File: src/source/cpu_pkg.sv
`default_nettype none

package cpu_pkg;

    localparam int XLEN       = 32;
    localparam int REG_ADDR_W = 5;

    localparam logic [XLEN-1:0]       RESET_PC  = 32'hbfc0_0000;
    localparam logic [XLEN-1:0]       PHYS_MASK = 32'h1fff_ffff;  // kseg0/kseg1 fold to physical
    localparam logic [REG_ADDR_W-1:0] LINK_REG  = 5'd31;

    // primary opcodes
    localparam logic [5:0] OP_SPECIAL = 6'h00;
    localparam logic [5:0] OP_J       = 6'h02;
    localparam logic [5:0] OP_JAL     = 6'h03;
    localparam logic [5:0] OP_BEQ     = 6'h04;
    localparam logic [5:0] OP_BNE     = 6'h05;
    localparam logic [5:0] OP_ADDIU   = 6'h09;
    localparam logic [5:0] OP_SLTI    = 6'h0a;
    localparam logic [5:0] OP_SLTIU   = 6'h0b;
    localparam logic [5:0] OP_ANDI    = 6'h0c;
    localparam logic [5:0] OP_ORI     = 6'h0d;
    localparam logic [5:0] OP_XORI    = 6'h0e;
    localparam logic [5:0] OP_LUI     = 6'h0f;
    localparam logic [5:0] OP_LB      = 6'h20;
    localparam logic [5:0] OP_LH      = 6'h21;
    localparam logic [5:0] OP_LW      = 6'h23;
    localparam logic [5:0] OP_LBU     = 6'h24;
    localparam logic [5:0] OP_LHU     = 6'h25;
    localparam logic [5:0] OP_SB      = 6'h28;
    localparam logic [5:0] OP_SH      = 6'h29;
    localparam logic [5:0] OP_SW      = 6'h2b;

    // SPECIAL funct field
    localparam logic [5:0] FN_SLL  = 6'h00;
    localparam logic [5:0] FN_SRL  = 6'h02;
    localparam logic [5:0] FN_SRA  = 6'h03;
    localparam logic [5:0] FN_JR   = 6'h08;
    localparam logic [5:0] FN_ADDU = 6'h21;
    localparam logic [5:0] FN_SUBU = 6'h23;
    localparam logic [5:0] FN_AND  = 6'h24;
    localparam logic [5:0] FN_OR   = 6'h25;
    localparam logic [5:0] FN_XOR  = 6'h26;
    localparam logic [5:0] FN_NOR  = 6'h27;
    localparam logic [5:0] FN_SLT  = 6'h2a;
    localparam logic [5:0] FN_SLTU = 6'h2b;

    localparam logic [3:0] ALU_ADD  = 4'd0;
    localparam logic [3:0] ALU_SUB  = 4'd1;
    localparam logic [3:0] ALU_AND  = 4'd2;
    localparam logic [3:0] ALU_OR   = 4'd3;
    localparam logic [3:0] ALU_XOR  = 4'd4;
    localparam logic [3:0] ALU_NOR  = 4'd5;
    localparam logic [3:0] ALU_SLT  = 4'd6;
    localparam logic [3:0] ALU_SLTU = 4'd7;
    localparam logic [3:0] ALU_SLL  = 4'd8;
    localparam logic [3:0] ALU_SRL  = 4'd9;
    localparam logic [3:0] ALU_SRA  = 4'd10;
    localparam logic [3:0] ALU_LUI  = 4'd11;

    // access size, same as the low two opcode bits of loads and stores
    localparam logic [1:0] SIZE_B = 2'b00;
    localparam logic [1:0] SIZE_H = 2'b01;
    localparam logic [1:0] SIZE_W = 2'b11;

    localparam logic [1:0] IMM_SIGN  = 2'd0;
    localparam logic [1:0] IMM_ZERO  = 2'd1;
    localparam logic [1:0] IMM_UPPER = 2'd2;  // lui

    typedef union packed {
        struct packed {
            logic [5:0]            op;
            logic [REG_ADDR_W-1:0] rs;
            logic [REG_ADDR_W-1:0] rt;
            logic [REG_ADDR_W-1:0] rd;
            logic [4:0]            shamt;
            logic [5:0]            funct;
        } r;
        struct packed {
            logic [5:0]            op;
            logic [REG_ADDR_W-1:0] rs;
            logic [REG_ADDR_W-1:0] rt;
            logic [15:0]           imm16;
        } i;
    } instr_t;

endpackage

`default_nettype wire

File: src/source/decode_stage.sv
`timescale 1ns/1ns
`default_nettype none

module decode_stage (
    input  logic                           clk,
    input  logic                           rst_n,
    input  logic [cpu_pkg::XLEN-1:0]       inst_addr,
    input  logic [cpu_pkg::XLEN-1:0]       inst_rdata,
    input  logic                           ex_fwd_wen,
    input  logic                           ex_fwd_load,
    input  logic [cpu_pkg::REG_ADDR_W-1:0] ex_fwd_wnum,
    input  logic [cpu_pkg::XLEN-1:0]       ex_fwd_data,
    input  logic                           wb_fwd_wen,
    input  logic [cpu_pkg::REG_ADDR_W-1:0] wb_fwd_wnum,
    input  logic [cpu_pkg::XLEN-1:0]       wb_fwd_data,
    output logic                           stall,
    output logic                           branch_take,
    output logic [cpu_pkg::XLEN-1:0]       branch_target,
    output logic [cpu_pkg::XLEN-1:0]       id_pc,
    output logic [cpu_pkg::XLEN-1:0]       id_inst,
    output logic [cpu_pkg::XLEN-1:0]       id_a,
    output logic [cpu_pkg::XLEN-1:0]       id_b,
    output logic [cpu_pkg::XLEN-1:0]       id_imm,
    output logic                           id_use_imm,
    output logic [3:0]                     id_alu_op,
    output logic                           id_regwen,
    output logic [cpu_pkg::REG_ADDR_W-1:0] id_wnum,
    output logic                           id_link,
    output logic                           id_load,
    output logic                           id_load_signed,
    output logic [1:0]                     id_size,
    output logic                           id_store
);

    cpu_pkg::instr_t                inst;
    logic                           valid_q;  // low for the word read while in reset
    logic                           replay_q; // instruction kept through a stall
    logic [cpu_pkg::XLEN-1:0]       held_q;
    logic [cpu_pkg::XLEN-1:0]       rf_rs;
    logic [cpu_pkg::XLEN-1:0]       rf_rt;
    logic [cpu_pkg::XLEN-1:0]       pc_plus4;
    logic [cpu_pkg::REG_ADDR_W-1:0] wnum;
    logic [1:0]                     imm_kind;
    logic                           wen;
    logic                           is_beq;
    logic                           is_bne;
    logic                           is_jump;
    logic                           is_jr;

    always_ff @(posedge clk) begin
        if (!rst_n) begin
            valid_q  <= 1'b0;
            replay_q <= 1'b0;
        end else begin
            valid_q  <= 1'b1;
            replay_q <= stall;
        end
        if (!stall)
            id_pc <= inst_addr;
        held_q <= inst;
    end

    // the sram has already moved on when a stalled word is needed again
    assign inst    = !valid_q ? '0 : (replay_q ? held_q : inst_rdata);
    assign id_inst = inst;

    reg_file reg_file_i (
        .clk     (clk),
        .rst_n   (rst_n),
        .rs      (inst.r.rs),
        .rt      (inst.r.rt),
        .wnum    (wb_fwd_wnum),
        .wen     (wb_fwd_wen),
        .wdata   (wb_fwd_data),
        .rs_data (rf_rs),
        .rt_data (rf_rt)
    );

    always_comb begin
        wen        = 1'b0;
        wnum       = inst.r.rt;
        id_alu_op  = cpu_pkg::ALU_ADD;
        id_use_imm = 1'b1;
        imm_kind   = cpu_pkg::IMM_SIGN;
        id_link    = 1'b0;
        id_load    = 1'b0;
        id_store   = 1'b0;
        is_beq     = 1'b0;
        is_bne     = 1'b0;
        is_jump    = 1'b0;
        is_jr      = 1'b0;
        case (inst.r.op)
            cpu_pkg::OP_SPECIAL: begin
                wnum       = inst.r.rd;
                id_use_imm = 1'b0;
                wen        = 1'b1;
                case (inst.r.funct)
                    cpu_pkg::FN_ADDU: id_alu_op = cpu_pkg::ALU_ADD;
                    cpu_pkg::FN_SUBU: id_alu_op = cpu_pkg::ALU_SUB;
                    cpu_pkg::FN_AND:  id_alu_op = cpu_pkg::ALU_AND;
                    cpu_pkg::FN_OR:   id_alu_op = cpu_pkg::ALU_OR;
                    cpu_pkg::FN_XOR:  id_alu_op = cpu_pkg::ALU_XOR;
                    cpu_pkg::FN_NOR:  id_alu_op = cpu_pkg::ALU_NOR;
                    cpu_pkg::FN_SLT:  id_alu_op = cpu_pkg::ALU_SLT;
                    cpu_pkg::FN_SLTU: id_alu_op = cpu_pkg::ALU_SLTU;
                    cpu_pkg::FN_SLL:  id_alu_op = cpu_pkg::ALU_SLL;
                    cpu_pkg::FN_SRL:  id_alu_op = cpu_pkg::ALU_SRL;
                    cpu_pkg::FN_SRA:  id_alu_op = cpu_pkg::ALU_SRA;
                    cpu_pkg::FN_JR: begin
                        wen   = 1'b0;
                        is_jr = 1'b1;
                    end
                    default: wen = 1'b0;  // unsupported, no-op
                endcase
            end
            cpu_pkg::OP_ADDIU: wen = 1'b1;
            cpu_pkg::OP_SLTI: begin
                wen       = 1'b1;
                id_alu_op = cpu_pkg::ALU_SLT;
            end
            cpu_pkg::OP_SLTIU: begin
                wen       = 1'b1;
                id_alu_op = cpu_pkg::ALU_SLTU;
            end
            cpu_pkg::OP_ANDI: begin
                wen       = 1'b1;
                id_alu_op = cpu_pkg::ALU_AND;
                imm_kind  = cpu_pkg::IMM_ZERO;
            end
            cpu_pkg::OP_ORI: begin
                wen       = 1'b1;
                id_alu_op = cpu_pkg::ALU_OR;
                imm_kind  = cpu_pkg::IMM_ZERO;
            end
            cpu_pkg::OP_XORI: begin
                wen       = 1'b1;
                id_alu_op = cpu_pkg::ALU_XOR;
                imm_kind  = cpu_pkg::IMM_ZERO;
            end
            cpu_pkg::OP_LUI: begin
                wen       = 1'b1;
                id_alu_op = cpu_pkg::ALU_LUI;
                imm_kind  = cpu_pkg::IMM_UPPER;
            end
            cpu_pkg::OP_LB, cpu_pkg::OP_LH, cpu_pkg::OP_LW,
            cpu_pkg::OP_LBU, cpu_pkg::OP_LHU: begin
                wen     = 1'b1;
                id_load = 1'b1;
            end
            cpu_pkg::OP_SB, cpu_pkg::OP_SH, cpu_pkg::OP_SW: id_store = 1'b1;
            cpu_pkg::OP_BEQ: is_beq = 1'b1;
            cpu_pkg::OP_BNE: is_bne = 1'b1;
            cpu_pkg::OP_J:   is_jump = 1'b1;
            cpu_pkg::OP_JAL: begin
                is_jump = 1'b1;
                wen     = 1'b1;
                id_link = 1'b1;
                wnum    = cpu_pkg::LINK_REG;
            end
            default: wen = 1'b0;
        endcase
    end

    assign id_load_signed = !inst.r.op[2];  // lb, lh
    assign id_size        = inst.r.op[1:0];
    assign id_wnum        = wnum;
    assign id_regwen      = wen && wnum != '0 && !stall;  // bubble while stalled

    always_comb begin
        case (imm_kind)
            cpu_pkg::IMM_ZERO:  id_imm = {16'b0, inst.i.imm16};
            cpu_pkg::IMM_UPPER: id_imm = {inst.i.imm16, 16'b0};
            default:            id_imm = {{16{inst.i.imm16[15]}}, inst.i.imm16};
        endcase
    end

    // execute result wins over writeback, it is younger
    assign id_a = (ex_fwd_wen && ex_fwd_wnum == inst.r.rs) ? ex_fwd_data :
                  (wb_fwd_wen && wb_fwd_wnum == inst.r.rs) ? wb_fwd_data : rf_rs;
    assign id_b = (ex_fwd_wen && ex_fwd_wnum == inst.r.rt) ? ex_fwd_data :
                  (wb_fwd_wen && wb_fwd_wnum == inst.r.rt) ? wb_fwd_data : rf_rt;

    // load data is not back until writeback
    assign stall = ex_fwd_wen && ex_fwd_load &&
                   (((is_beq || is_bne || is_jr) && ex_fwd_wnum == inst.r.rs) ||
                    ((is_beq || is_bne) && ex_fwd_wnum == inst.r.rt));

    assign pc_plus4    = id_pc + 32'd4;
    assign branch_take = !stall && ((is_beq && id_a == id_b) || (is_bne && id_a != id_b) ||
                                    is_jump || is_jr);
    assign branch_target = is_jr   ? id_a :
                           is_jump ? {pc_plus4[31:28], inst[25:0], 2'b00} :
                                     pc_plus4 + {id_imm[29:0], 2'b00};

    // a redirect during a stall would drop the replayed branch
    assert property (@(posedge clk) disable iff (!rst_n) !(branch_take && stall))
        else $error("branch taken while stalled");

endmodule

`default_nettype wire

File: src/source/execute_stage.sv
`timescale 1ns/1ns
`default_nettype none

module execute_stage (
    input  logic                           clk,
    input  logic                           rst_n,
    input  logic [cpu_pkg::XLEN-1:0]       id_pc,
    input  logic [cpu_pkg::XLEN-1:0]       id_inst,
    input  logic [cpu_pkg::XLEN-1:0]       id_a,
    input  logic [cpu_pkg::XLEN-1:0]       id_b,
    input  logic [cpu_pkg::XLEN-1:0]       id_imm,
    input  logic                           id_use_imm,
    input  logic [3:0]                     id_alu_op,
    input  logic                           id_regwen,
    input  logic [cpu_pkg::REG_ADDR_W-1:0] id_wnum,
    input  logic                           id_link,
    input  logic                           id_load,
    input  logic                           id_load_signed,
    input  logic [1:0]                     id_size,
    input  logic                           id_store,
    input  logic                           wb_fwd_wen,
    input  logic [cpu_pkg::REG_ADDR_W-1:0] wb_fwd_wnum,
    input  logic [cpu_pkg::XLEN-1:0]       wb_fwd_data,
    output logic                           data_en,
    output logic [3:0]                     data_wen,
    output logic [cpu_pkg::XLEN-1:0]       data_addr,
    output logic [cpu_pkg::XLEN-1:0]       data_wdata,
    output logic                           ex_fwd_wen,
    output logic                           ex_fwd_load,
    output logic [cpu_pkg::REG_ADDR_W-1:0] ex_fwd_wnum,
    output logic [cpu_pkg::XLEN-1:0]       ex_fwd_data,
    output logic [cpu_pkg::XLEN-1:0]       ex_pc,
    output logic [cpu_pkg::XLEN-1:0]       ex_result,
    output logic                           ex_regwen,
    output logic [cpu_pkg::REG_ADDR_W-1:0] ex_wnum,
    output logic                           ex_load,
    output logic                           ex_load_signed,
    output logic [1:0]                     ex_size,
    output logic [1:0]                     ex_addr_low
);

    cpu_pkg::instr_t          inst_q;
    logic [cpu_pkg::XLEN-1:0] a_q;
    logic [cpu_pkg::XLEN-1:0] b_q;
    logic [cpu_pkg::XLEN-1:0] imm_q;
    logic                     use_imm_q;
    logic [3:0]               alu_op_q;
    logic                     link_q;
    logic                     store_q;
    logic [cpu_pkg::XLEN-1:0] a;
    logic [cpu_pkg::XLEN-1:0] b;
    logic [cpu_pkg::XLEN-1:0] opb;
    logic [cpu_pkg::XLEN-1:0] alu;
    logic [3:0]               lane_mask;

    always_ff @(posedge clk) begin
        if (!rst_n) begin
            ex_regwen <= 1'b0;
            ex_load   <= 1'b0;
            store_q   <= 1'b0;
        end else begin
            ex_regwen <= id_regwen;
            ex_load   <= id_load;
            store_q   <= id_store;
        end
        ex_pc          <= id_pc;
        inst_q         <= id_inst;
        a_q            <= id_a;
        b_q            <= id_b;
        imm_q          <= id_imm;
        use_imm_q      <= id_use_imm;
        alu_op_q       <= id_alu_op;
        ex_wnum        <= id_wnum;
        link_q         <= id_link;
        ex_load_signed <= id_load_signed;
        ex_size        <= id_size;
    end

    // writeback retires the producer this cycle
    assign a   = (wb_fwd_wen && wb_fwd_wnum == inst_q.r.rs) ? wb_fwd_data : a_q;
    assign b   = (wb_fwd_wen && wb_fwd_wnum == inst_q.r.rt) ? wb_fwd_data : b_q;
    assign opb = use_imm_q ? imm_q : b;

    always_comb begin
        case (alu_op_q)
            cpu_pkg::ALU_SUB:  alu = a - opb;
            cpu_pkg::ALU_AND:  alu = a & opb;
            cpu_pkg::ALU_OR:   alu = a | opb;
            cpu_pkg::ALU_XOR:  alu = a ^ opb;
            cpu_pkg::ALU_NOR:  alu = ~(a | opb);
            cpu_pkg::ALU_SLT:  alu = {31'b0, $signed(a) < $signed(opb)};
            cpu_pkg::ALU_SLTU: alu = {31'b0, a < opb};
            cpu_pkg::ALU_SLL:  alu = b << inst_q.r.shamt;
            cpu_pkg::ALU_SRL:  alu = b >> inst_q.r.shamt;
            cpu_pkg::ALU_SRA:  alu = $signed(b) >>> inst_q.r.shamt;
            cpu_pkg::ALU_LUI:  alu = opb;
            default:           alu = a + opb;  // addu, addiu, address
        endcase
    end

    assign ex_result = link_q ? ex_pc + 32'd8 : alu;

    assign data_addr   = alu & cpu_pkg::PHYS_MASK;
    assign data_en     = ex_load || store_q;
    assign lane_mask   = (ex_size == cpu_pkg::SIZE_B) ? 4'b0001 :
                         (ex_size == cpu_pkg::SIZE_H) ? 4'b0011 : 4'b1111;
    assign data_wen    = store_q ? lane_mask << data_addr[1:0] : 4'b0000;
    assign data_wdata  = b << {data_addr[1:0], 3'b000};
    assign ex_addr_low = data_addr[1:0];

    assign ex_fwd_wen  = ex_regwen;
    assign ex_fwd_load = ex_load;
    assign ex_fwd_wnum = ex_wnum;
    assign ex_fwd_data = ex_result;  // meaningless for a load, decode stalls on it

    assert property (@(posedge clk) disable iff (!rst_n) (data_wen != 4'b0000) |-> data_en)
        else $error("byte enables without data_en");

endmodule

`default_nettype wire

File: src/source/fetch_stage.sv
`timescale 1ns/1ns
`default_nettype none

module fetch_stage (
    input  logic                     clk,
    input  logic                     rst_n,
    input  logic                     stall,
    input  logic                     branch_take,
    input  logic [cpu_pkg::XLEN-1:0] branch_target,
    output logic [cpu_pkg::XLEN-1:0] inst_addr
);

    logic [cpu_pkg::XLEN-1:0] pc;

    always_ff @(posedge clk) begin
        if (!rst_n) begin
            pc <= cpu_pkg::RESET_PC;
        end else if (branch_take) begin
            pc <= branch_target;  // delay slot already fetched
        end else if (!stall) begin
            pc <= pc + 32'd4;
        end
    end

    assign inst_addr = pc;

    // targets come from decode and from register values via jr
    assert property (@(posedge clk) disable iff (!rst_n) inst_addr[1:0] == 2'b00)
        else $error("fetch address not word aligned");

endmodule

`default_nettype wire

File: src/source/mips_core.sv
`timescale 1ns/1ns
`default_nettype none

module mips_core (
    input  logic                           clk,
    input  logic                           rst_n,
    output logic [cpu_pkg::XLEN-1:0]       inst_addr,
    input  logic [cpu_pkg::XLEN-1:0]       inst_rdata,
    output logic                           data_en,
    output logic [3:0]                     data_wen,
    output logic [cpu_pkg::XLEN-1:0]       data_addr,
    output logic [cpu_pkg::XLEN-1:0]       data_wdata,
    input  logic [cpu_pkg::XLEN-1:0]       data_rdata,
    output logic [cpu_pkg::XLEN-1:0]       debug_wb_pc,
    output logic [3:0]                     debug_wb_rf_wen,
    output logic [cpu_pkg::REG_ADDR_W-1:0] debug_wb_rf_wnum,
    output logic [cpu_pkg::XLEN-1:0]       debug_wb_rf_wdata
);

    // fetch and decode
    logic                           stall;
    logic                           branch_take;
    logic [cpu_pkg::XLEN-1:0]       branch_target;

    // decode to execute
    logic [cpu_pkg::XLEN-1:0]       id_pc;
    logic [cpu_pkg::XLEN-1:0]       id_inst;
    logic [cpu_pkg::XLEN-1:0]       id_a;
    logic [cpu_pkg::XLEN-1:0]       id_b;
    logic [cpu_pkg::XLEN-1:0]       id_imm;
    logic                           id_use_imm;
    logic [3:0]                     id_alu_op;
    logic                           id_regwen;
    logic [cpu_pkg::REG_ADDR_W-1:0] id_wnum;
    logic                           id_link;
    logic                           id_load;
    logic                           id_load_signed;
    logic [1:0]                     id_size;
    logic                           id_store;

    // execute forward path and execute to writeback
    logic                           ex_fwd_wen;
    logic                           ex_fwd_load;
    logic [cpu_pkg::REG_ADDR_W-1:0] ex_fwd_wnum;
    logic [cpu_pkg::XLEN-1:0]       ex_fwd_data;
    logic [cpu_pkg::XLEN-1:0]       ex_pc;
    logic [cpu_pkg::XLEN-1:0]       ex_result;
    logic                           ex_regwen;
    logic [cpu_pkg::REG_ADDR_W-1:0] ex_wnum;
    logic                           ex_load;
    logic                           ex_load_signed;
    logic [1:0]                     ex_size;
    logic [1:0]                     ex_addr_low;

    // writeback to register file and both forward muxes
    logic                           wb_fwd_wen;
    logic [cpu_pkg::REG_ADDR_W-1:0] wb_fwd_wnum;
    logic [cpu_pkg::XLEN-1:0]       wb_fwd_data;

    fetch_stage fetch_stage_i (.*);

    decode_stage decode_stage_i (.*);

    execute_stage execute_stage_i (.*);

    writeback_stage writeback_stage_i (.*);

endmodule

`default_nettype wire

File: src/source/reg_file.sv
`timescale 1ns/1ns
`default_nettype none

module reg_file (
    input  logic                           clk,
    input  logic                           rst_n,
    input  logic [cpu_pkg::REG_ADDR_W-1:0] rs,
    input  logic [cpu_pkg::REG_ADDR_W-1:0] rt,
    input  logic [cpu_pkg::REG_ADDR_W-1:0] wnum,
    input  logic                           wen,
    input  logic [cpu_pkg::XLEN-1:0]       wdata,
    output logic [cpu_pkg::XLEN-1:0]       rs_data,
    output logic [cpu_pkg::XLEN-1:0]       rt_data
);

    logic [cpu_pkg::XLEN-1:0] regs [2**cpu_pkg::REG_ADDR_W];

    always_ff @(posedge clk) begin
        if (!rst_n) begin
            for (int k = 0; k < 2**cpu_pkg::REG_ADDR_W; k++)
                regs[k] <= '0;
        end else if (wen && wnum != '0) begin
            regs[wnum] <= wdata;
        end
    end

    // $zero is hardwired
    assign rs_data = (rs == '0) ? '0 : regs[rs];
    assign rt_data = (rt == '0) ? '0 : regs[rt];

endmodule

`default_nettype wire

File: src/source/writeback_stage.sv
`timescale 1ns/1ns
`default_nettype none

module writeback_stage (
    input  logic                           clk,
    input  logic                           rst_n,
    input  logic [cpu_pkg::XLEN-1:0]       ex_pc,
    input  logic [cpu_pkg::XLEN-1:0]       ex_result,
    input  logic                           ex_regwen,
    input  logic [cpu_pkg::REG_ADDR_W-1:0] ex_wnum,
    input  logic                           ex_load,
    input  logic                           ex_load_signed,
    input  logic [1:0]                     ex_size,
    input  logic [1:0]                     ex_addr_low,
    input  logic [cpu_pkg::XLEN-1:0]       data_rdata,
    output logic                           wb_fwd_wen,
    output logic [cpu_pkg::REG_ADDR_W-1:0] wb_fwd_wnum,
    output logic [cpu_pkg::XLEN-1:0]       wb_fwd_data,
    output logic [cpu_pkg::XLEN-1:0]       debug_wb_pc,
    output logic [3:0]                     debug_wb_rf_wen,
    output logic [cpu_pkg::REG_ADDR_W-1:0] debug_wb_rf_wnum,
    output logic [cpu_pkg::XLEN-1:0]       debug_wb_rf_wdata
);

    logic [cpu_pkg::XLEN-1:0]       pc_q;
    logic [cpu_pkg::XLEN-1:0]       result_q;
    logic                           regwen_q;
    logic [cpu_pkg::REG_ADDR_W-1:0] wnum_q;
    logic                           load_q;
    logic                           signed_q;
    logic [1:0]                     size_q;
    logic [1:0]                     addr_low_q;
    logic [cpu_pkg::XLEN-1:0]       shifted;
    logic [cpu_pkg::XLEN-1:0]       load_val;

    always_ff @(posedge clk) begin
        if (!rst_n)
            regwen_q <= 1'b0;
        else
            regwen_q <= ex_regwen;
        pc_q       <= ex_pc;
        result_q   <= ex_result;
        wnum_q     <= ex_wnum;
        load_q     <= ex_load;
        signed_q   <= ex_load_signed;
        size_q     <= ex_size;
        addr_low_q <= ex_addr_low;
    end

    assign shifted = data_rdata >> {addr_low_q, 3'b000};  // addressed byte to lane 0

    always_comb begin
        case (size_q)
            cpu_pkg::SIZE_B: load_val = {{24{signed_q & shifted[7]}}, shifted[7:0]};
            cpu_pkg::SIZE_H: load_val = {{16{signed_q & shifted[15]}}, shifted[15:0]};
            default:         load_val = shifted;
        endcase
    end

    assign wb_fwd_wen  = regwen_q;
    assign wb_fwd_wnum = wnum_q;
    assign wb_fwd_data = load_q ? load_val : result_q;

    assign debug_wb_pc       = pc_q;
    assign debug_wb_rf_wen   = {4{regwen_q}};
    assign debug_wb_rf_wnum  = wnum_q;
    assign debug_wb_rf_wdata = wb_fwd_data;

    // decode must have dropped every write to $zero
    assert property (@(posedge clk) disable iff (!rst_n)
        (debug_wb_rf_wen != 4'b0000) |-> (debug_wb_rf_wnum != '0))
        else $error("register write to $zero reached writeback");

endmodule

`default_nettype wire

File: config.mk
export PLATFORM = sky130hd
export DESIGN_NAME = mips_core
export DESIGN_NICKNAME = d
export VERILOG_FILES = /design/src/source/cpu_pkg.sv /design/src/source/decode_stage.sv /design/src/source/execute_stage.sv /design/src/source/fetch_stage.sv /design/src/source/mips_core.sv /design/src/source/reg_file.sv /design/src/source/writeback_stage.sv
export SDC_FILE = /design/constraint.sdc
export NUM_CORES = 2
export LEC_CHECK = 0
export ABC_AREA = 1
export BUFFER_PORTS_ARGS = -buffer_cell sky130_fd_sc_hd__buf_2
export CORE_MARGIN = 3
export CORE_UTILIZATION = 40
export CTS_BUF_LIST = sky130_fd_sc_hd__clkbuf_2 sky130_fd_sc_hd__clkbuf_4 sky130_fd_sc_hd__clkbuf_8
export DETAILED_ROUTE_END_ITERATION = 10
export PLACE_DENSITY_LB_ADDON = 0.1
export SKIP_CTS_REPAIR_TIMING = 1
export SKIP_LAST_GASP = 1
export SYNTH_ARGS = -nofsm -noshare
export SYNTH_HDL_FRONTEND = slang
export SYNTH_SLANG_ARGS = --single-unit
File: constraint.sdc
create_clock -name clk -period 8.85 [get_ports clk]
set_input_delay 1.3275 -clock clk [delete_from_list [all_inputs] [get_ports clk]]
set_output_delay 1.3275 -clock clk [all_outputs]
set_load 0.02 [all_outputs]
# Word level (Yosys, flattened, before mapping)
# Memories as Yosys holds them, arrays and structs flattened.
# Index checks and enable logic that the tools add are counted.
[word_totals]
ff_bits = 319
output_inout_bits = 174
wordCells = 187
ram_bits = 1024
memories = 1
[mem_list]
columns = ["memory", "words", "word_bits", "rd", "rd_clocked_by_memory_dff", "write_ports", "line_no", "source"]
rows = [
  ["decode_stage_i.reg_file_i.regs", 32, 32, 2, 0, 32, "reg_file.sv:16", "logic [cpu_pkg::XLEN-1:0] regs [2**cpu_pkg::REG_ADDR_W];"],
]
[op_classes]
reduce_logical = 40
magnitude_cmp = 2
n_eq_ne = 54
mux = 46
bitwise_logic = 6
n_shift = 6
addsub = 6
[ops]
columns = ["op", "count"]
rows = [
  ["$mux 32", 18],
  ["$pmux 32 s11", 1],
  ["$pmux 32 s2", 2],
  ["$eq 6x6->1 const B", 16],
  ["$add 32x3->32 const B", 2],
  ["$add 32x32->32", 2],
  ["$lt 32x32->1", 2],
  ["$shl 32x5->32", 2],
  ["$shr 32x5->32", 2],
  ["$eq 6x4->1 const B", 8],
  ["$pmux 4 s10", 1],
  ["$add 32x4->32 const B", 1],
  ["$and 32x32->32", 1],
  ["$eq 32x32->1", 1],
  ["$ne 32x32->1", 1],
  ["$not 32->32", 1],
  ["$or 32x32->32", 1],
  ["$reduce_or 32->1", 1],
  ["$sshr 32x5->32", 1],
  ["$sub 32x32->32", 1],
  ["$xor 32x32->32", 1],
  ["$eq 5x5->1", 6],
  ["$pmux 4 s7", 1],
  ["$eq 6x2->1 const B", 4],
  ["other kinds (28)", 83],
]

# Longest topological paths before layout
[logic_depth]
word_depth = 18
mapped_depth = 51

# By module
# From an unflattened synthesis, not the netlist that was laid out.
[unflattened]
hier_cells = 12705
hier_area_um2 = 89159.3
[modules_own_cells]
columns = ["mod", "instances", "cells_each", "area_per_inst_um2", "seq_area_each_um2"]
rows = [
  ["reg_file", 1, 7255, 56653.1, 30749.5],
  ["execute_stage", 1, 2813, 16311.9, 3203.1],
  ["decode_stage", 1, 1909, 10840.4, 1641.6],
  ["writeback_stage", 1, 391, 3239.4, 1521.5],
  ["fetch_stage", 1, 337, 2114.5, 640.6],
]

# Worst setup path after synthesis
# No wires, ideal clock.
[synth_timing]
kind = "input -> output"
start = "input port data_rdata[23] (netlist bit)"
end = "output port data_wdata[20] (netlist bit)"
setup_slack_ns = 2.059
required_ns = 7.523
cell_stages = 28
arrival_time_ns = 5.463
path_cell_list = "inv_1 > nand2_1 > nand3_1 > nand2_1 > nand2_2 > buf_2 > nand4_1 > nand2_1 > inv_1 > o21ai_0 > inv_1 > ha_1 > clkbuf_1 > inv_1 > a21oi_1 > o21ai_0 > nand3_1 > nand3_1 > a21oi_1 > nand3_1 > nand3_1 > nor2_1 > nor3_1 > nand2_1 > nand2_1 > clkinv_1 > clkbuf_1 > o32ai_1"
[synth_via]
elab_chain_cells = 9
[synth_rtl]
columns = ["element", "line_no", "source"]
rows = [
  ["start, declared", "mips_core.sv:13", "input logic [cpu_pkg::XLEN-1:0] data_rdata,"],
  ["$shr 32x5->32 (*)", "writeback_stage.sv:50", "assign shifted = data_rdata >> {addr_low_q, 3'b000};"],
  ["$and 1x1->1, on equally long branches", "writeback_stage.sv:55, writeback_stage.sv:54", ""],
  ["$pmux 32 s2 (*)", "writeback_stage.sv:53", "case (size_q)"],
  ["$mux 32 (*)", "writeback_stage.sv:62", "assign wb_fwd_data = load_q ? load_val : result_q;"],
  ["named net debug_wb_rf_wdata (one bit)", "mips_core.sv:17", "output logic [cpu_pkg::XLEN-1:0] debug_wb_rf_wdata"],
  ["$mux 32", "execute_stage.sv:81", "assign b = (wb_fwd_wen && wb_fwd_wnum == inst_q.r.rt) ? wb_fwd_data : b_q;"],
  ["$mux 32", "execute_stage.sv:82", "assign opb = use_imm_q ? imm_q : b;"],
  ["$lt 32x32->1, on equally long branches", "execute_stage.sv:92, execute_stage.sv:91", ""],
  ["$pmux 32 s11 (*)", "execute_stage.sv:85", "case (alu_op_q)"],
  ["named net data_addr (one bit)", "mips_core.sv:11", "output logic [cpu_pkg::XLEN-1:0] data_addr,"],
  ["$shl 32x5->32 (*)", "execute_stage.sv:108", "assign data_wdata = b << {data_addr[1:0], 3'b000};"],
  ["end, declared", "mips_core.sv:12", "output logic [cpu_pkg::XLEN-1:0] data_wdata,"],
]
# The timed path passes the listed nets; every way through them passes the cells marked *.

# Worst setup path after layout
[layout_timing]
start = "register writeback_stage_i.wnum_q, in the netlist writeback_stage_i.debug_wb_rf_wnum[0]"
end = "output port data_addr[19] (netlist bit)"
[layout_via]
elab_chain_cells = 7
[layout_rtl]
columns = ["element", "line_no", "source"]
rows = [
  ["start, declared", "writeback_stage.sv:28", "logic [cpu_pkg::REG_ADDR_W-1:0] wnum_q;"],
  ["start signal, assigned", "writeback_stage.sv:43", "wnum_q <= ex_wnum;"],
  ["branches (longest 6 deep; another with $add 32x32->32)", "-", ""],
  ["$pmux 32 s11 (*)", "execute_stage.sv:85", ""],
  ["end, declared", "mips_core.sv:11", ""],
]
# Every way passes the cells marked *.

==> impl_metrics.json <==
{
  "hold_path_end": "execute_stage_i.ex_pc[1]",
  "hp-start": "decode_stage_i.id_pc[1]",
  "drt_iter0_markers": 12100,
  "power_frac_comb_pct": 34.5,
  "syn_inst": 11000,
  "instances_no_fill": 14000,
  "port_buffers": 236,
  "dp.cells": 13600,
  "clkTransAtPathRegs_ns": 0.06,
  "netlist_area_um2": 83600,
  "synth.distinct_cells": 79,
  "crit_path_end_kind": "output pin",
  "grt_max_degree": 162,
  "synth_edf_count": 1056,
  "finalHoldViolCount": 0,
  "place_congestion": 1.03,
  "yosysWarnings": 0,
  "yosysSeqAreaShare_pct": 44.7,
  "dieArea_um2": 215000,
  "core_um2": 207000,
  "synth_area_leader_cell": "edfxtp_1",
  "required_ns": 7.52,
  "ys.flop_type": "edfxtp_1",
  "total_power_uw": 20700,
  "yosys-top-cells-area": "edfxtp_1, nand2_1, nand3_1",
  "min_period_ns": 8.94,
  "switchingPower_uw": 8780,
  "grt_overflow": 0,
  "critPathMaxStageDelay_ns": 0.64,
  "cp_slowest_cell": "nor3_2",
  "initial_core_util_pct": 40.3,
  "dpl.hpwl_mm": 308,
  "drc": 0,
  "r2r_setup_slack_ns": 0.45,
  "syn_area_per_cell_um2": 7.59,
  "pre_cts_ws_ns": -0.465,
  "rows": 167,
  "min_path_cells": 0,
  "cpMostUsedCell": "nand2_1",
  "avgViaCountPerCell": 6.10,
  "cts_sinks": 1341,
  "leakage_uw": 0.0387,
  "grt_pass1_wl_mm": 622,
  "track_usage_pct": 40.7,
  "syn2layout_area_growth_pct": 11.4,
  "irDropWorstVdd_mv": 0.170,
  "htreeDepth": 4,
  "r2r-start": "writeback_stage_i.debug_wb_rf_wnum[0]",
  "synth_top_area_share_pct": 37.9,
  "grt_antenna_before_repair": 35,
  "fin_worst_skew_ns": 0.109,
  "fp.dieH_um": 463,
  "num_io_pins": 240,
  "clock_path_buffers": 3,
  "setup_ws_ns": -0.0851,
  "netSwitchingFraction_pct": 42.4,
  "status": "complete, but fails checks",
  "slew_violations": 3,
  "ys_ff_latch": 1341,
  "drive_above_1_share_pct": 12.2,
  "postRouteAntennaNets": 0,
  "reg2reg_depth": 43,
  "cts_tree": "yes",
  "internal-power_uw": 11900,
  "worst_pin_slew_ns": 1.53,
  "synth_most_common_cell": "nand2_1",
  "fmax_mhz": 112,
  "finalCritPeriodShare_pct": 101,
  "p_clk_share_pct": 29.7,
  "drtPass1Iterations": 6,
  "wirelength_mm": 454,
  "max_cap_violations": 1,
  "root_buffer": "clkbuf_8",
  "die_width_um": 463,
  "post-route-util_pct": 44.9,
  "crit_type": "register to output pin",
  "synthArstFlopShare_pct": 0,
  "worstSkewPairLatency_ns": 1.04,
  "p_seq_share_pct": 35.8,
  "fin_nets": 11200,
  "hold_class": "register to register",
  "failed_checks": "max-capacitance violations, max-slew violations, negative setup slack",
  "cp-start-kind": "register",
  "rsz0062_at_grt": "no",
  "slew_headroom_pct": -2.82,
  "synth_top_cells_by_count": "nand2_1, nor2_1, nand3_1, edfxtp_1, o21ai_0",
  "path_max_fanout": 23,
  "cts_made_buffers": 240,
  "worstReg2RegEnd": "fetch_stage_i.inst_addr[17]",
  "dr_total_vias": 85600,
  "grt_pass1_vias": 79000,
  "powerDensity_nw_per_um2": 222,
  "wl_per_cell_um": 32.4,
  "fin_tns_setup_ns": -0.0851,
  "setup_viol_count_final": 1,
  "arrival_ns": 7.61
}
## worst max-delay path by stage
stage,from,to,slack [ns],cells after the start
6_report,writeback_stage_i.debug_wb_rf_wnum[0],data_addr[19],-0.09,27
5_1_grt,writeback_stage_i.debug_wb_rf_wnum[0],data_addr[19],0.02,27
4_1_cts,writeback_stage_i.debug_wb_rf_wnum[1],data_addr[19],-0.60,25
3_5_place_dp,data_rdata[25],fetch_stage_i.inst_addr[17],-0.47,42
3_3_place_gp,data_rdata[25],fetch_stage_i.inst_addr[3],-0.54,42
2_1_floorplan,data_rdata[23],data_wdata[20],2.06,28
## power by group through the flow
stage / Combinational (uW) / Clock (uW) / Sequential, uW
floorplan: 3650 / 0 / 7430
global placement: 6910 / 0 / 7530
detailed placement: 6880 / 0 / 7530
CTS: 6900 / 6200 / 7400
global route: 7370 / 6460 / 7440
finish: 7150 / 6150 / 7410
## worst max-delay path, delay by kind of cell, from the launching register on
family,cells,cell delay [ns]
AND/OR/NAND/NOR,14,2.94
flip-flops,1,0.33
buffers and inverters,6,1.27
AO/OA/AOI/OAI,6,1.63
adder cells (fa/ha/maj),1,0.41
## logic make-up after synthesis
family,count (synthesis),share of synthesized area [%]
AND/OR/NAND/NOR,5925,30.4
AO/OA/AOI/OAI,1932,14.0
buffers and inverters,1569,7.60
flip-flops,1341,44.7
adder cells (fa/ha/maj),133,2.02
XOR/XNOR,120,1.26
other,1,0.00448
## metal layers
metal	wire, um	GRT usage, %
met1	167000	49.8
met2	198000	62.6
met3	46900	8.97
met4	42000	30.9
met5	43	0
## flip-flops by register name, summed over array words and instances, names as in the netlist, 31 cells and up
| signal | cells |
|---|---|
| execute_stage_i.a_q | 32 |
| fetch_stage_i.inst_addr | 32 |
| execute_stage_i.inst_q | 31 |
| execute_stage_i.imm_q | 32 |
| execute_stage_i.ex_pc | 32 |
| writeback_stage_i.debug_wb_pc | 32 |
| decode_stage_i.id_pc | 32 |
| decode_stage_i.reg_file_i.regs | 1024 |
| execute_stage_i.b_q | 32 |
| writeback_stage_i.result_q | 32 |
## placed cells by master, fill, tap and decap left out, drive strengths merged, types with 4 or more instances in the layout
| cell type | n |
|---|---|
| nand2 | 2743 |
| a21oi | 548 |
| or2 | 116 |
| conb | 35 |
| clkbuf | 329 |
| o21bai | 15 |
| o22ai | 50 |
| o21ai | 733 |
| a32o | 106 |
| a31oi | 14 |
| xor2 | 88 |
| o211ai | 366 |
| inv | 714 |
| xnor2 | 32 |
| diode | 12 |
| edfxtp | 1056 |
| nand4 | 70 |
| o32ai | 4 |
| o21a | 9 |
| or3 | 9 |
| a21boi | 9 |
| and3 | 115 |
| nor2 | 1394 |
| a21o | 7 |
| buf | 582 |
| nand3b | 4 |
| o221ai | 5 |
| dfxtp | 285 |
| a221oi | 27 |
| nor4 | 16 |
| a211oi | 8 |
| nand3 | 1358 |
| nor3 | 91 |
| bufinv | 6 |
| o2111ai | 14 |
| ha | 130 |
| clkinv | 111 |
## metrics by stage
step | area, um^2 | hold WS [ns]
floorplan | 83800 | 0.310
global placement | 88200 | 0.360
detailed placement | 88200 | 0.360
CTS | 93100 | 0.375
global route | 93200 | 0.389
finish | 93200 | 0.376
## cell type report
type	instances	area [um^2]
Fill cell	21000	114000
Multi-Input combinational cell	8145	40400
Sequential cell	1341	37400
Timing Repair Buffer	582	4190
Clock buffer	329	4050
Tap cell	2788	3490
Inverter	717	2740
Clock inverter	116	848
Antenna cell	12	30.0
Power figures use the tool's default switching activity.
